### config.mk
export PLATFORM = sky130hd
export DESIGN_NAME = sdf_stage
export DESIGN_NICKNAME = d
export VERILOG_FILES = /design/src/design/fft_pkg.sv /design/src/design/sdf_stage.sv
export SDC_FILE = /design/constraint.sdc
export NUM_CORES = 2
export LEC_CHECK = 0
export BUFFER_PORTS_ARGS = -buffer_cell sky130_fd_sc_hd__buf_4
export CORE_MARGIN = 2
export CORE_UTILIZATION = 59
export CTS_CLUSTER_DIAMETER = 100
export DETAILED_ROUTE_END_ITERATION = 10
export PLACE_DENSITY = 0.84
export SETUP_SLACK_MARGIN = 0.2
export SLEW_MARGIN = 20
export SYNTH_ARGS = -nofsm -noshare
export SYNTH_HDL_FRONTEND = slang
export SYNTH_SLANG_ARGS = --single-unit
### constraint.sdc
create_clock -name clk -period 18.4 [get_ports clk]
set_input_delay 1.84 -clock clk [delete_from_list [all_inputs] [get_ports clk]]
set_output_delay 1.84 -clock clk [all_outputs]
set_load 0.005 [all_outputs]
### src/design/fft_pkg.sv
`default_nettype none

package fft_pkg;

    // frame geometry
    localparam int FFT_N      = 32;
    localparam int FFT_STAGES = 5;

    // sample widths
    localparam int IN_W      = 12;
    localparam int DATA_W    = 24;
    localparam int FRAC_BITS = 6;
    localparam int OUT_W     = 16;

    // twiddle format, 256 is 1.0
    localparam int TW_W    = 10;
    localparam int TW_FRAC = 8;

    // W_32^j for j = 0..15, real part
    localparam logic signed [TW_W-1:0] TW_RE [FFT_N/2] = '{
        256,
        251,
        237,
        213,
        181,
        142,
        98,
        50,
        0,
        -50,
        -98,
        -142,
        -181,
        -213,
        -237,
        -251
    };

    // imaginary part, negative sine
    localparam logic signed [TW_W-1:0] TW_IM [FFT_N/2] = '{
        0,
        -50,
        -98,
        -142,
        -181,
        -213,
        -237,
        -251,
        -256,
        -251,
        -237,
        -213,
        -181,
        -142,
        -98,
        -50
    };

endpackage

`default_nettype wire

### src/design/sdf_stage.sv
`default_nettype none

module sdf_stage #(
    parameter int STAGE_DEPTH = 16
) (
    input  logic                              clk,
    input  logic                              rst_n,
    input  logic                              valid_i,
    input  logic signed [fft_pkg::DATA_W-1:0] data_re_i,
    input  logic signed [fft_pkg::DATA_W-1:0] data_im_i,
    output logic                              valid_o,
    output logic signed [fft_pkg::DATA_W-1:0] data_re_o,
    output logic signed [fft_pkg::DATA_W-1:0] data_im_o
);
    import fft_pkg::*;

    localparam int CNT_W    = $clog2(2 * STAGE_DEPTH);
    localparam int TW_STEP  = FFT_N / 2 / STAGE_DEPTH;
    localparam int TW_IDX_W = $clog2(FFT_N / 2);
    localparam int PROD_W   = DATA_W + TW_W + 1;

    logic [CNT_W-1:0] cnt;
    logic [CNT_W-1:0] pos;
    logic             second_half;
    logic             pos_last;
    logic             adv;
    logic             drain;
    logic             emit;

    logic [TW_IDX_W-1:0]    tw_idx;
    logic signed [TW_W-1:0] tw_re;
    logic signed [TW_W-1:0] tw_im;

    logic signed [DATA_W-1:0] dly_re [STAGE_DEPTH];
    logic signed [DATA_W-1:0] dly_im [STAGE_DEPTH];
    logic signed [DATA_W-1:0] head_re;
    logic signed [DATA_W-1:0] head_im;
    logic signed [DATA_W-1:0] sum_re;
    logic signed [DATA_W-1:0] sum_im;
    logic signed [DATA_W-1:0] dif_re;
    logic signed [DATA_W-1:0] dif_im;
    logic signed [PROD_W-1:0] prod_re;
    logic signed [PROD_W-1:0] prod_im;
    logic signed [DATA_W-1:0] push_re;
    logic signed [DATA_W-1:0] push_im;

    // pending drain keeps the stage moving without input
    assign adv         = valid_i | drain;
    assign second_half = cnt[CNT_W-1];
    assign pos         = cnt & CNT_W'(STAGE_DEPTH - 1);
    assign pos_last    = (pos == CNT_W'(STAGE_DEPTH - 1));

    // first half only emits when a stored difference is waiting
    assign emit = adv && (second_half || drain);

    always_ff @(posedge clk or negedge rst_n) begin
        if (!rst_n) begin
            cnt   <= '0;
            drain <= 1'b0;
        end else if (adv) begin
            // a flush with no input behind it ends back at the first half
            if (pos_last && !valid_i) begin
                cnt <= '0;
            end else begin
                cnt <= cnt + 1'b1;
            end
            // set after the sums, cleared once the differences are out
            if (pos_last) begin
                drain <= second_half;
            end
        end
    end

    // k * 16/D into the shared table
    assign tw_idx = TW_IDX_W'(pos * TW_STEP);
    assign tw_re  = TW_RE[tw_idx];
    assign tw_im  = TW_IM[tw_idx];

    assign head_re = dly_re[STAGE_DEPTH-1];
    assign head_im = dly_im[STAGE_DEPTH-1];

    // butterfly
    assign sum_re = head_re + data_re_i;
    assign sum_im = head_im + data_im_i;
    assign dif_re = head_re - data_re_i;
    assign dif_im = head_im - data_im_i;

    // complex rotation of the difference
    assign prod_re = dif_re * tw_re - dif_im * tw_im;
    assign prod_im = dif_re * tw_im + dif_im * tw_re;

    always_comb begin
        if (second_half) begin
            push_re = DATA_W'(prod_re >>> TW_FRAC);
            push_im = DATA_W'(prod_im >>> TW_FRAC);
        end else if (valid_i) begin
            push_re = data_re_i;
            push_im = data_im_i;
        end else begin
            // flushing
            push_re = '0;
            push_im = '0;
        end
    end

    always_ff @(posedge clk) begin
        if (adv) begin
            dly_re[0] <= push_re;
            dly_im[0] <= push_im;
            for (int i = 1; i < STAGE_DEPTH; i++) begin
                dly_re[i] <= dly_re[i-1];
                dly_im[i] <= dly_im[i-1];
            end
        end
    end

    always_ff @(posedge clk or negedge rst_n) begin
        if (!rst_n) begin
            valid_o   <= 1'b0;
            data_re_o <= '0;
            data_im_o <= '0;
        end else begin
            valid_o <= emit;
            if (emit) begin
                data_re_o <= second_half ? sum_re : head_re;
                data_im_o <= second_half ? sum_im : head_im;
            end
        end
    end

endmodule

`default_nettype wire

; Yosys cells after proc, flatten, opt, wreduce, memory -nomap -nowiden
; Memories as Yosys holds them, arrays and structs flattened.
; Cells that the tools add are included.
[classes]
multipliers = 4
magnitude_cmp = 1
bitwise = 2
n_mux = 13
n_reduce_logical = 5
add_sub_neg = 7
eq_ne = 1
[ops]
columns = cell, count
row1 = two-way mux 24 bit, 6
row2 = multiplier 24 x 10 -> 32 bit, 4
row3 = adder 24 bit, 2
row4 = subtractor 24 bit, 2
row5 = two-way mux 10 bit, 4
row6 = adder 32 bit, 1
row7 = subtractor 32 bit, 1
row8 = adder 5 x 1 -> 5 bit (second input constant), 1
row9 = >= comparator 5 bit (second input constant), 1
row10 = two-way mux 5 bit, 1
row11 = NOT 4 -> 5 bit, 1
row12 = equality test 4 bit (second input constant), 1
row13 = logical AND 1 bit, 2
row14 = two-way mux 1 bit, 2
row15 = AND reduction 2 bit, 1
row16 = zero test 1 bit, 1
row17 = logical OR 1 bit, 1
row18 = OR 1 bit, 1
[word_totals]
rom_bits = 320
out_inout_bits = 49
n_memories = 4
elab_cells = 42
reg_bits = 55
in_bits = 51
mem_bits_rw = 768
[memory_table]
columns = memory, words, width, rd, rd_clocked_by_memory_dff, wr, line_no
row1 = dly_im, 16, 24, 16, 0, 16, sdf_stage.sv:35  ; logic signed [DATA_W-1:0] dly_im [STAGE_DEPTH];
row2 = dly_re, 16, 24, 16, 0, 16, sdf_stage.sv:34  ; logic signed [DATA_W-1:0] dly_re [STAGE_DEPTH];
row3 = (name not given), 16, 10, 1, 0, 0, sdf_stage.sv:77  ; assign tw_im = TW_IM[tw_idx];
row4 = (name not given), 16, 10, 1, 0, 0, sdf_stage.sv:76  ; assign tw_re = TW_RE[tw_idx];

; Longest topological paths before layout
[logic_depth]
depth_word = 7
depth_mapped = 39
ltp_nobuf = 39

; Least setup slack after synthesis
; Ideal clock, no wire load.
[synth_timing]
path_type = input-to-reg
startpoint = input port valid_i
endpoint = register cnt[3]
path_buffers = 0
arrival_time_ns = 18.408
required_ns = 18.258
path_stages = 5
setup_time_ns = 0.142
path_slack_ns = -0.150
path_cell_list = nor2_1 -> inv_1 -> nand3_1 -> xnor2_1 -> a21oi_1
[synth_via]
elab_chain_cells = 3
word_cells_on_any_way = 4
cone_classes = mux: 1 / bitwise: 1 / reduce/logical: 2
[synth_lines]
columns = item, line_no
row1 = from (decl), sdf_stage.sv:8  ; input logic valid_i,
row2 = zero test 1 bit, sdf_stage.sv:62  ; if (pos_last && !valid_i) begin
row3 = logical AND 1 bit, sdf_stage.sv:62
row4 = two-way mux 5 bit, sdf_stage.sv:62
row5 = to (signal assigned), sdf_stage.sv:65  ; cnt <= cnt + 1'b1;
row6 = to (decl), sdf_stage.sv:22  ; logic [CNT_W-1:0] cnt;
; Parallel ways exist; a longest one is shown, timed or not.
; A chain may end at the register's enable or synchronous reset.

==> run_results.csv <==
group,metric,value,unit
logic_synthesis,ys_ff_latch,823,
clock_network,clk_latency,0.68,ns
global_routing,antenna_found_initial,5,
critical_path,r2r_cells,36,
die,rows,118,
sta,grt_setup_unrepaired,"false",
cells_and_area,final_cell_mix,"inv_1, fa_1, edfxtp_1",
critical_path,cpMostUsedCell,"fa_1",
critical_path,crit_fanout,7,
die,dieArea,0.108,mm²
clock_network,cts.repair.resized,0,
critical_path,required,18.80,ns
placement,dp_hpwl,119,mm
placement,place_area,0.0647,mm²
logic_synthesis,synth_ff_type,"edfxtp_1",
clock_network,cts_tree,"built",
global_routing,grt_usage,0.326,
logic_synthesis,ys_seq_area_frac,0.395,
drt,post_drt_wl_per_cell,24.8,µm
placement,portBuffers,99,
sta,worst_pin_slew,1.16,ns
run,max_cap_viol_count,0,
sta,final_max_slew_viol_count,0,
die,fp.dieW,328,µm
cells_and_area,post-route-cell-area,0.0674,mm²
logic_synthesis,async_flop_share,0.0668,
logic_synthesis,synth_edf_count,768,
cells_and_area,fill_cells,7063,
placement,dp_worst_setup_slack,6.10,ns
sta,finalHoldViolations,0,
min_path,hold_class,"reg2reg",
sta,setup_viol,0,
global_routing,grt_start_max_net_pins,211,
global_routing,grt_overflow,0,
clock_network,cts_max_level,3,
global_routing,grt_pass1_wl,259,mm
drt,first_iter_violations,4861,
drt,dr.pass1.iters,8,
logic_synthesis,ys_types,88,
sta,fmax,0.0842,GHz
critical_path,cp-end-kind,"register",
critical_path,timing.rr.start,"dly_re[1][168]$_DFFE_PN_",
logic_synthesis,syn_avg_cell_area,11.5,µm²
sta,setup_ws,6.52,ns
sta,setup_tns,0,ns
clock_network,cts_num_sinks,823,
die,start_util,0.597,
drt,ant_nets,0,
critical_path,startpoint_type,"primary input",
global_routing,first_global_vias,44000,
sta,layout_min_cycle_time,11.88,ns
logic_synthesis,syn-num-nets,6635,
cells_and_area,nets,6713,
critical_path,cpPeakStageDelay,0.58,ns
sta,fin_worst_skew,0.0363,ns
clock_network,cts_buffers,79,
die,die_height,328,µm
drt,vias_per_cell,5.95,
drt,drt_wl_total,171,mm
critical_path,arrival,12.28,ns
logic_synthesis,syn_area,0.0619,mm²
cells_and_area,drive_above_1_share,0.0748,
die,fp.coreArea,0.104,mm²
sta,maxSlewHeadroom,0.224,
cells_and_area,area_growth,8.86,%
placement,gp_congestion,1.01,
min_path,worstHoldEndpoint,"dly_im[1][82]$_DFFE_PN_",
drt,vias,41000,
sta,fin_crit_sh,0.646,
critical_path,rr_endpoint,"dly_re[0][23]$_DFFE_PN_",
critical_path,path_class,"in2reg",
critical_path,slowest_stage,"fa_1",
clock_network,cts_setup_buffers,0,
logic_synthesis,synth_warnings,0,
clock_network,ctsRootBufferMaster,"clkbuf_16",
min_path,min_delay_path_depth,0,
cells_and_area,postLayoutCoreUtil,0.649,
min_path,hold_start,"dly_im[1][58]$_DFFE_PN_",
cells_and_area,final_common_cell,"inv_1",
logic_synthesis,netlist_instances,5370,
clock_network,clk_pin_slew,0.07,ns
drt,remaining_drc_errors,0,
critical_path,reg2reg_slack,7.18,ns
clock_network,postCtsHoldBufs,0,
run_status,status,"finished, final reports clean",
die,ios,100,
clock_network,clockBufferDepth,3,
worst max-delay path: cells and delay by family:
kind,cells,cell delay (ns)
adders and majority gates,9,4.06
AOI/OAI and AO/OA,13,4.01
and+or+nand+nor,4,1.19
xor gates and xnor gates,2,0.76
buffers and inverters,5,0.43
flip-flops by register name, indices dropped and copies added (netlist names):
register and cells:
dly_im 384, dly_re 384, data_im_o 24, data_re_o 24, cnt 5, drain 1, valid_o 1
Yosys cell counts, types with 5 or more instances:
master	number	area share
and3_1	8	0.00081
o31ai_1	14	0.0017
a21o_1	34	0.0041
o21a_1	16	0.0019
clkinv_1	5	0.00030
o32ai_1	6	0.00085
nand2b_1	30	0.0030
o21bai_1	29	0.0035
a22oi_1	5	0.00061
buf_4	6	0.00073
nor2b_1	16	0.0016
xor2_1	46	0.0065
a22o_1	5	0.00071
a21oi_1	120	0.0097
ha_1	322	0.065
inv_1	1092	0.066
a31oi_1	15	0.0015
and2_1	39	0.0039
o22ai_1	26	0.0026
o21ai_1	7	0.00057
nor3_1	34	0.0027
nand3_1	28	0.0023
clkbuf_1	172	0.010
o31a_1	7	0.00099
nor2_1	544	0.033
buf_1	12	0.00073
a211oi_1	5	0.00061
fa_1	892	0.29
o21ai_0	109	0.0088
nand2_1	596	0.036
edfxtp_1	768	0.37
dfrtp_1	55	0.022
mux2i_1	14	0.0023
or2_2	5	0.00051
or3_1	13	0.0013
xnor2_1	157	0.022
buf_2	16	0.0013
nand4_1	7	0.00071
a31o_2	5	0.00071
o211ai_1	9	0.0011
worst max path at each step:
stage | end | slack [ns] | depth (start not counted) | start
after global routing | dly_re[0][23]$_DFFE_PN_ | 6.11 | 33 | data_im_i[1]
after global placement | dly_im[0][16]$_DFFE_PN_ | 6.39 | 33 | data_im_i[1]
after detailed placement | dly_im[0][16]$_DFFE_PN_ | 6.10 | 33 | data_im_i[1]
final | dly_re[0][23]$_DFFE_PN_ | 6.52 | 33 | data_im_i[1]
after CTS | dly_re[0][23]$_DFFE_PN_ | 6.67 | 33 | data_im_i[1]
after floorplan | dly_im[0][0]$_DFFE_PN_ | 4.29 | 2 | valid_i
per-layer routing:
layer,vias up,share of wire,track usage
li1,16900,-,-
met1,20300,0.34,0.398
met2,2831,0.45,0.500
met3,861,0.12,0.0926
met4,4,0.094,0.240
met5,-,0.00016,0
layout make-up:
| cell class | instances | area [µm²] | share of cell area |
|---|---|---|---|
| Multi-Input combinational cell | 3242 | 32900 | 0.488 |
| Sequential cell | 823 | 24400 | 0.363 |
| Timing Repair Buffer | 204 | 1580 | 0.0235 |
| Tap cell | 1380 | 1730 | 0.0256 |
| Clock inverter | 41 | 498 | 0.00739 |
| Antenna cell | 1 | 2.50 | 0.0000371 |
| Clock buffer | 100 | 2130 | 0.0316 |
| Inverter | 1098 | 4130 | 0.0612 |
logic make-up after synthesis:
kind of cell,after synthesis,share of synthesized area
and+or+nand+nor,1338,0.0889
DFF,823,0.395
muxes,16,0.00263
AOI/OAI and AO/OA,463,0.0490
adders and majority gates,1214,0.353
xor gates and xnor gates,211,0.0314
buffers and inverters,1305,0.0799
stage by stage:
| stage | hold WS, ns | instances |
|---|---|---|
| final | 0.398 | 6889 |
| after global routing | 0.414 | 6889 |
| after CTS | 0.403 | 6887 |
| after detailed placement | 0.405 | 6746 |
| after global placement | 0.400 | 6746 |
| after floorplan | 0.400 | 5370 |
Power is left out: the tool's default activity adds up to more than one toggle a clock period on the data nets, which glitch-free logic cannot reach.
