===== src/design/fft_pkg.sv =====
`default_nettype none

package fft_pkg;

    // frame geometry
    localparam int FFT_N      = 32;
    localparam int FFT_STAGES = 5;

    // sample widths
    localparam int IN_W      = 12;
    localparam int DATA_W    = 24;
    localparam int FRAC_BITS = 6;
    localparam int OUT_W     = 16;

    // twiddle format, 256 is 1.0
    localparam int TW_W    = 10;
    localparam int TW_FRAC = 8;

    // W_32^j for j = 0..15, real part
    localparam logic signed [TW_W-1:0] TW_RE [FFT_N/2] = '{
        256,
        251,
        237,
        213,
        181,
        142,
        98,
        50,
        0,
        -50,
        -98,
        -142,
        -181,
        -213,
        -237,
        -251
    };

    // imaginary part, negative sine
    localparam logic signed [TW_W-1:0] TW_IM [FFT_N/2] = '{
        0,
        -50,
        -98,
        -142,
        -181,
        -213,
        -237,
        -251,
        -256,
        -251,
        -237,
        -213,
        -181,
        -142,
        -98,
        -50
    };

endpackage

`default_nettype wire


===== src/design/bit_reverse_buffer.sv =====
`default_nettype none

module bit_reverse_buffer (
    input  logic                              clk,
    input  logic                              rst_n,
    input  logic                              valid_i,
    input  logic signed [fft_pkg::DATA_W-1:0] data_re_i,
    input  logic signed [fft_pkg::DATA_W-1:0] data_im_i,
    output logic                              valid_o,
    output logic signed [fft_pkg::DATA_W-1:0] data_re_o,
    output logic signed [fft_pkg::DATA_W-1:0] data_im_o
);
    import fft_pkg::*;

    // two banks, one filling while the other drains
    logic signed [DATA_W-1:0] mem_re [2][FFT_N];
    logic signed [DATA_W-1:0] mem_im [2][FFT_N];

    logic [FFT_STAGES-1:0] wr_cnt;
    logic [FFT_STAGES-1:0] wr_addr;
    logic                  wr_bank;
    logic                  wr_last;

    logic [FFT_STAGES-1:0] rd_cnt;
    logic                  rd_bank;
    logic                  rd_active;

    function automatic logic [FFT_STAGES-1:0] bit_rev(input logic [FFT_STAGES-1:0] a);
        logic [FFT_STAGES-1:0] r;
        for (int i = 0; i < FFT_STAGES; i++) begin
            r[i] = a[FFT_STAGES-1-i];
        end
        return r;
    endfunction

    // pipeline delivers bins in bit-reversed order
    assign wr_addr = bit_rev(wr_cnt);
    assign wr_last = valid_i && (wr_cnt == FFT_STAGES'(FFT_N - 1));

    always_ff @(posedge clk) begin
        if (valid_i) begin
            mem_re[wr_bank][wr_addr] <= data_re_i;
            mem_im[wr_bank][wr_addr] <= data_im_i;
        end
    end

    always_ff @(posedge clk or negedge rst_n) begin
        if (!rst_n) begin
            wr_cnt  <= '0;
            wr_bank <= 1'b0;
        end else if (valid_i) begin
            wr_cnt <= wr_cnt + 1'b1;
            if (wr_last) begin
                wr_bank <= ~wr_bank;
            end
        end
    end

    // a full bank takes over the read side, even on the last read of the other
    always_ff @(posedge clk or negedge rst_n) begin
        if (!rst_n) begin
            rd_active <= 1'b0;
            rd_bank   <= 1'b0;
            rd_cnt    <= '0;
        end else if (wr_last) begin
            rd_active <= 1'b1;
            rd_bank   <= wr_bank;
            rd_cnt    <= '0;
        end else if (rd_active) begin
            rd_cnt <= rd_cnt + 1'b1;
            if (rd_cnt == FFT_STAGES'(FFT_N - 1)) begin
                rd_active <= 1'b0;
            end
        end
    end

    always_ff @(posedge clk or negedge rst_n) begin
        if (!rst_n) begin
            valid_o   <= 1'b0;
            data_re_o <= '0;
            data_im_o <= '0;
        end else begin
            valid_o <= rd_active;
            if (rd_active) begin
                data_re_o <= mem_re[rd_bank][rd_cnt];
                data_im_o <= mem_im[rd_bank][rd_cnt];
            end
        end
    end

endmodule

`default_nettype wire


===== config.mk =====
export PLATFORM = sky130hd
export DESIGN_NAME = bit_reverse_buffer
export DESIGN_NICKNAME = d
export VERILOG_FILES = /design/src/design/fft_pkg.sv /design/src/design/bit_reverse_buffer.sv
export SDC_FILE = /design/constraint.sdc
export NUM_CORES = 2
export LEC_CHECK = 0
export BUFFER_PORTS_ARGS = -buffer_cell sky130_fd_sc_hd__buf_2
export CAP_MARGIN = 0
export CORE_ASPECT_RATIO = 1.5
export CORE_MARGIN = 2
export CORE_UTILIZATION = 55
export DETAILED_ROUTE_END_ITERATION = 16
export PLACE_DENSITY = 0.74
export SETUP_SLACK_MARGIN = 0.3
export SYNTH_ARGS = -nofsm -noshare
export SYNTH_HDL_FRONTEND = slang
export SYNTH_SLANG_ARGS = --single-unit

===== constraint.sdc =====
create_clock -name clk -period 3.5 [get_ports clk]
set_input_delay 0.525 -clock clk [delete_from_list [all_inputs] [get_ports clk]]
set_output_delay 0.525 -clock clk [all_outputs]
set_load 0.01 [all_outputs]

Yosys cells after proc, flatten, opt, wreduce, memory -nomap -nowiden
Memory sizes are Yosys's and may differ from the RTL's.
Index checks and enable logic that the tools add are counted.
{"block": "totals", "regBits": 62, "ram_bits": 3072, "n_memories": 2}
{"block": "classes", "n_addsub": 2, "order_cmp": 3, "n_eq_ne": 2, "n_mux": 15, "n_bitwise": 3, "reduce_logical": 4}
{"name": "mem_im", "words": 2, "width": 768, "read_ports": 1, "rd_clocked_by_memory_dff": 0, "wr": 1, "line": "bit_reverse_buffer.sv:17", "source": "logic signed [DATA_W-1:0] mem_im [2][FFT_N];"}
{"name": "mem_re", "words": 2, "width": 768, "read_ports": 1, "rd_clocked_by_memory_dff": 0, "wr": 1, "line": "bit_reverse_buffer.sv:16", "source": "logic signed [DATA_W-1:0] mem_re [2][FFT_N];"}
{"operator": "two-way mux 768 bit", "n": 1}
{"operator": "binary-select mux 24 bit (select 5 bit)", "n": 2}
{"operator": "demux 24 bit (select 5 bit)", "n": 1}
{"operator": "two-way mux 24 bit", "n": 5}
{"operator": ">= comparator 6 bit, second input constant", "n": 2}
{"operator": "NOT 5 -> 6 bit", "n": 2}
{"operator": "adder 5 x 1 -> 5 bit, second input constant", "n": 2}
{"operator": "equality test 5 bit, second input constant", "n": 2}
{"operator": "two-way mux 5 bit", "n": 2}
{"operator": "< comparator 6 x 1 -> 1 bit, second input constant", "n": 1}
{"operator": "two-way mux 1 bit", "n": 4}
{"operator": "logical AND 1 bit", "n": 2}
{"operator": "AND reduction 2 bit", "n": 1}
{"operator": "nonzero test 2 bit", "n": 1}
{"operator": "NOT 1 bit", "n": 1}

Depth between registers and ports, before layout
{"block": "depth", "ltp_word": 6, "mapped_depth": 11, "depth_no_buf": 6}

Least setup slack after synthesis
Ideal clock, no wire load.
{"block": "synth_path", "path_kind": "register to register", "startpoint": "register wr_cnt[3]", "endpoint": "memory mem_im[0][600] (netlist bit) (enable)", "t_arrival_ns": 3.223, "slack_ns": -0.177, "stages_incl_launch_ff": 5, "period_less_slack_ns": 3.677, "cell_sequence": "dfrtp_1 clkbuf_1 or3b_2 clkbuf_1 nor2_1"}
{"block": "synth_between", "elab_chain_cells": 6, "elab_cells_between_ends": 7}
{"element": "start, declared", "line": "bit_reverse_buffer.sv:19", "source": "logic [FFT_STAGES-1:0] wr_cnt;"}
{"element": "start signal, assigned", "line": "bit_reverse_buffer.sv:52", "source": "wr_cnt <= wr_cnt + 1'b1;"}
{"element": "NOT 5 -> 6 bit (not written as such) *", "line": "bit_reverse_buffer.sv:43", "source": "mem_im[wr_bank][wr_addr] <= data_im_i;"}
{"element": ">= comparator 6 bit (not written as such) or < comparator 6 x 1 -> 1 bit (tied branches)", "line": "bit_reverse_buffer.sv:43"}
{"element": "logical AND 1 bit (not written as such)", "line": "bit_reverse_buffer.sv:43"}
{"element": "two-way mux 24 bit (not written as such)", "line": "bit_reverse_buffer.sv:43"}
{"element": "demux 24 bit (select 5 bit) *", "line": "bit_reverse_buffer.sv:43"}
{"element": "two-way mux 768 bit (not written as such) *", "line": "bit_reverse_buffer.sv:43"}
{"element": "end, declared", "line": "bit_reverse_buffer.sv:17"}
Mark *: on every way between the ends. The rest lies on a longest branch, timed or not.

Worst setup path in the final report
{"block": "layout_path", "startpoint": "register rd_cnt[0]", "endpoint": "register data_re_o[18] (netlist bit)"}
{"block": "layout_between", "elab_chain_cells": 4}
{"element": "start, declared", "line": "bit_reverse_buffer.sv:24", "source": "logic [FFT_STAGES-1:0] rd_cnt;"}
{"element": "start signal, assigned", "line": "bit_reverse_buffer.sv:70", "source": "rd_cnt <= rd_cnt + 1'b1;"}
{"element": "NOT 5 -> 6 bit (not written as such)", "line": "bit_reverse_buffer.sv:85", "source": "data_re_o <= mem_re[rd_bank][rd_cnt];"}
{"element": "binary-select mux 24 bit (select 5 bit)", "line": "bit_reverse_buffer.sv:85"}
{"element": "two-way mux 24 bit (not written as such) (2 in series)", "line": "bit_reverse_buffer.sv:85"}
{"element": "end signal, assigned", "line": "bit_reverse_buffer.sv:85"}
{"element": "end, declared", "line": "bit_reverse_buffer.sv:10", "source": "output logic signed [fft_pkg::DATA_W-1:0] data_re_o,"}
Every way passes these cells. The select of a mux whose other input is x is not followed.
A chain may end at the register's enable or synchronous reset.

==> qor.yml <==
floorplanning:
  die_area_um2: 222000
  ios: 100
  die_h_um: 577
  die_w_um: 386
  initial_core_util: 0.552
  rows: 210
  core_area_um2: 218000
global_route:
  use_met3: 0.0721
  grt_max_degree: 68
  met1_usage: 0.391
  grt_first_pass_wirelength_um: 474000
  overflow: 0
  grt_pass1_vias: 61100
  grt_usage: 0.309
  grt_antenna_before_repair: 32
  grt.busiest_layer: "met2"
  grt_util_met2: 0.502
logic_synthesis:
  yosysSeqAreaShare: 0.780
  syn_avg_cell_area_um2: 22.2
  synthesis.nets: 5465
  synth_cells: 5405
  synth_edf_count: 3072
  synthesis.area_um2: 120000
  async_flop_share: 0.0198
  synth.distinct_cells: 65
  ys_seq_elements: 3134
  synth_ff_type: "edfxtp_1"
  synth_warnings: 0
detailed_routing:
  final_antenna_net_count: 0
  routed_wl_um: 342000
  drt_iter0_markers: 9021
  first_pass_iters: 12
  wl_per_cell_um: 38.5
  post-route-drc-count: 2
  vias: 61800
  viasPerCell: 6.94
sta:
  slew_violations: 0
  finClkSkew_ns: 0.0639
  fin_hold_ws_ns: 0.0494
  setup_viol: 0
  fin_setup_tns_ns: 0
  slew-limit-headroom: 0.209
  worstMarginPinSlew_ns: 1.19
  timing.fmax_ghz: 0.320
  period_share: 0.892
  hold_viol_final: 0
  period_needed_ns: 3.12
  fin_ws_ns: 0.377
  rsz0062_at_grt: "false"
clock_tree:
  clk_pin_slew_ns: 0.07
  root_buffer: "clkbuf_16"
  clkSinkCount: 3134
  cts_tree: "yes"
  post_cts_resized: 0
  htree_levels: 5
  cts_buffers: 277
  worstSkewPairLatency_ns: 0.89
  cts_buffer_depth: 4
place:
  port_buffers: 99
  gp_congestion: 0.835
  pre_cts_ws_ns: 0.380
  hpwl_um: 187000
cells_and_area:
  final_cell_mix: "edfxtp_1 (3,072), mux4_2 (634), mux2i_1 (417), clkbuf_16 (283), buf_4 (234)"
  syn2layout_area_growth_pct: 12.7
  multi_input_area_um2: 24900
  ff_latch_area_um2: 93800
  final_nets: 5868
  num-fill-cells: 14000
  drive_gt1_frac: 0.263
  final_common_cell: "edfxtp_1"
run_status:
  status: "finished, violations left"
  violations: "DRC"
critical_path:
  required_ns: 4.20
  cp_common_cell: "buf_4"
  cp_cell_sequence: "buf_12 > buf_4 > buf_4 > mux4_2 > a211o_1 > o21ai_0 > o221ai_1"
  crit_type: "flip-flop to flip-flop"
  worst-path-buf-inv: 3
  cp_top_family: "compound AO/OA/AOI/OAI gates"
  slowest_delay_ns: 0.91
  arrival_ns: 3.83
  worst_setup_path_end_kind: "flip-flop"
  critPathMaxFanout: 25
  crit_slowest_cell: "dfrtp_4"
  start_kind: "flip-flop"
hold_path:
  min_path_type: "input pin to flip-flop"
power:
  leakage_uw: 0.0421
  irDropWorstVdd_v: 0.000500
  cellPowerDensity_nw_per_um2: 763
run:
  max_cap_viol_count: 0
==> flip-flops by register name, indices dropped and copies added (netlist names) <==
| name | count |
|---|---|
| wr_bank | 1 |
| mem_im | 1536 |
| valid_o | 1 |
| rd_bank | 1 |
| rd_active | 1 |
| data_re_o | 24 |
| mem_re | 1536 |
| rd_cnt | 5 |
| wr_cnt | 5 |
| data_im_o | 24 |
==> power by group <==
group	internal, uW	switching, uW
Combinational	12500	16600
Sequential	42900	1400
Clock	16700	13300
Total	72100	31300
==> kinds of logic (layout without fill, tap and decap cells) <==
| logic type | after synthesis | after routing | synth area share |
|---|---|---|---|
| adder cells (fa/ha/maj) | 9 | 9 | 0.000936 |
| other | 0 | 13 | 0 |
| multiplexers | 1104 | 1104 | 0.160 |
| buffers and inverters | 334 | 952 | 0.0169 |
| XOR/XNOR | 6 | 6 | 0.000437 |
| flip-flops | 3134 | 3134 | 0.780 |
| AO/OA/AOI/OAI | 474 | 474 | 0.0296 |
| AND/OR/NAND/NOR | 344 | 344 | 0.0123 |
==> layer usage <==
layer	wire [um]	vias to the layer above
met5	114	-
met4	21000	22
met3	40600	1035
met2	169000	4564
met1	112000	32500
li1	-	23700
==> area by class of cell <==
cell class	instances	share of cell area
Sequential cell	3134	0.692
Multi-Input combinational cell	1937	0.184
Clock buffer	349	0.0548
Timing Repair Buffer	436	0.0319
Tap cell	2862	0.0264
Clock inverter	145	0.00978
Inverter	22	0.000619
Antenna cell	13	0.000240
==> stage by stage <==
| stage | instances | util | area (um2) | power [uW] |
|---|---|---|---|---|
| 3_3_place_gp | 8388 | 0.582 | 127000 | 73300 |
| 6_report | 8898 | 0.622 | 136000 | 103000 |
| 2_1_floorplan | 5405 | - | 120000 | 62900 |
| 4_1_cts | 8883 | 0.622 | 135000 | 103000 |
| 3_5_place_dp | 8388 | 0.582 | 127000 | 73700 |
| 5_1_grt | 8894 | 0.622 | 136000 | 106000 |
==> cells in the mapped netlist, types with 10 or more instances <==
| library cell | instances | share of area |
|---|---|---|
| a22oi_1 | 32 | 0.0020 |
| buf_2 | 72 | 0.0030 |
| nor3_1 | 16 | 0.00067 |
| nor2b_1 | 16 | 0.00083 |
| buf_6 | 44 | 0.0041 |
| a211oi_1 | 28 | 0.0017 |
| a21oi_1 | 22 | 0.00092 |
| nand2_1 | 69 | 0.0022 |
| inv_1 | 20 | 0.00062 |
| clkbuf_1 | 121 | 0.0038 |
| o221ai_1 | 51 | 0.0037 |
| o22ai_1 | 90 | 0.0047 |
| nand3_1 | 18 | 0.00075 |
| a21o_1 | 10 | 0.00062 |
| a221oi_1 | 34 | 0.0025 |
| mux2_2 | 42 | 0.0039 |
| a2111oi_1 | 15 | 0.0012 |
| o31ai_1 | 13 | 0.00081 |
| a211o_1 | 45 | 0.0033 |
| a22o_1 | 10 | 0.00073 |
| nor2_1 | 186 | 0.0058 |
| buf_4 | 29 | 0.0018 |
| mux2i_1 | 417 | 0.035 |
| o211ai_1 | 17 | 0.0011 |
| edfxtp_1 | 3072 | 0.77 |
| buf_1 | 27 | 0.00084 |
| mux4_1 | 11 | 0.0024 |
| dfrtp_1 | 62 | 0.013 |
| mux4_2 | 634 | 0.12 |
| o21ai_0 | 47 | 0.0020 |
==> path summary, 6_finish.rpt <==
path	slack [ns]	from	cells past startpoint	endpoint
max	0.38	rd_cnt[0]	7	data_re_o[18]
min in group asynchronous	0.27	rst_n	2	wr_bank
max in group asynchronous	2.35	rst_n	3	data_re_o[7]
min	0.05	valid_i	3	wr_cnt[1]
max reg2reg	0.38	rd_cnt[0]	7	data_re_o[18]
min reg2reg	0.55	data_im_o[18]	2	data_im_o[18]
==> worst reg2reg max path: cells and delay by family (launching register included) <==
kind / cells / cell delay, ns
buf+inv: 3 / 0.70
compound gates: 3 / 1.03
mux: 1 / 0.33
flops: 1 / 0.91
==> what timing repair did <==
item	4_1_cts	5_1_grt
hold buffers	1	0
endpoints found under the hold margin	21	0
setup buffers	0	2
setup endpoints to repair	0	2
Power figures use the tool's default switching activity.
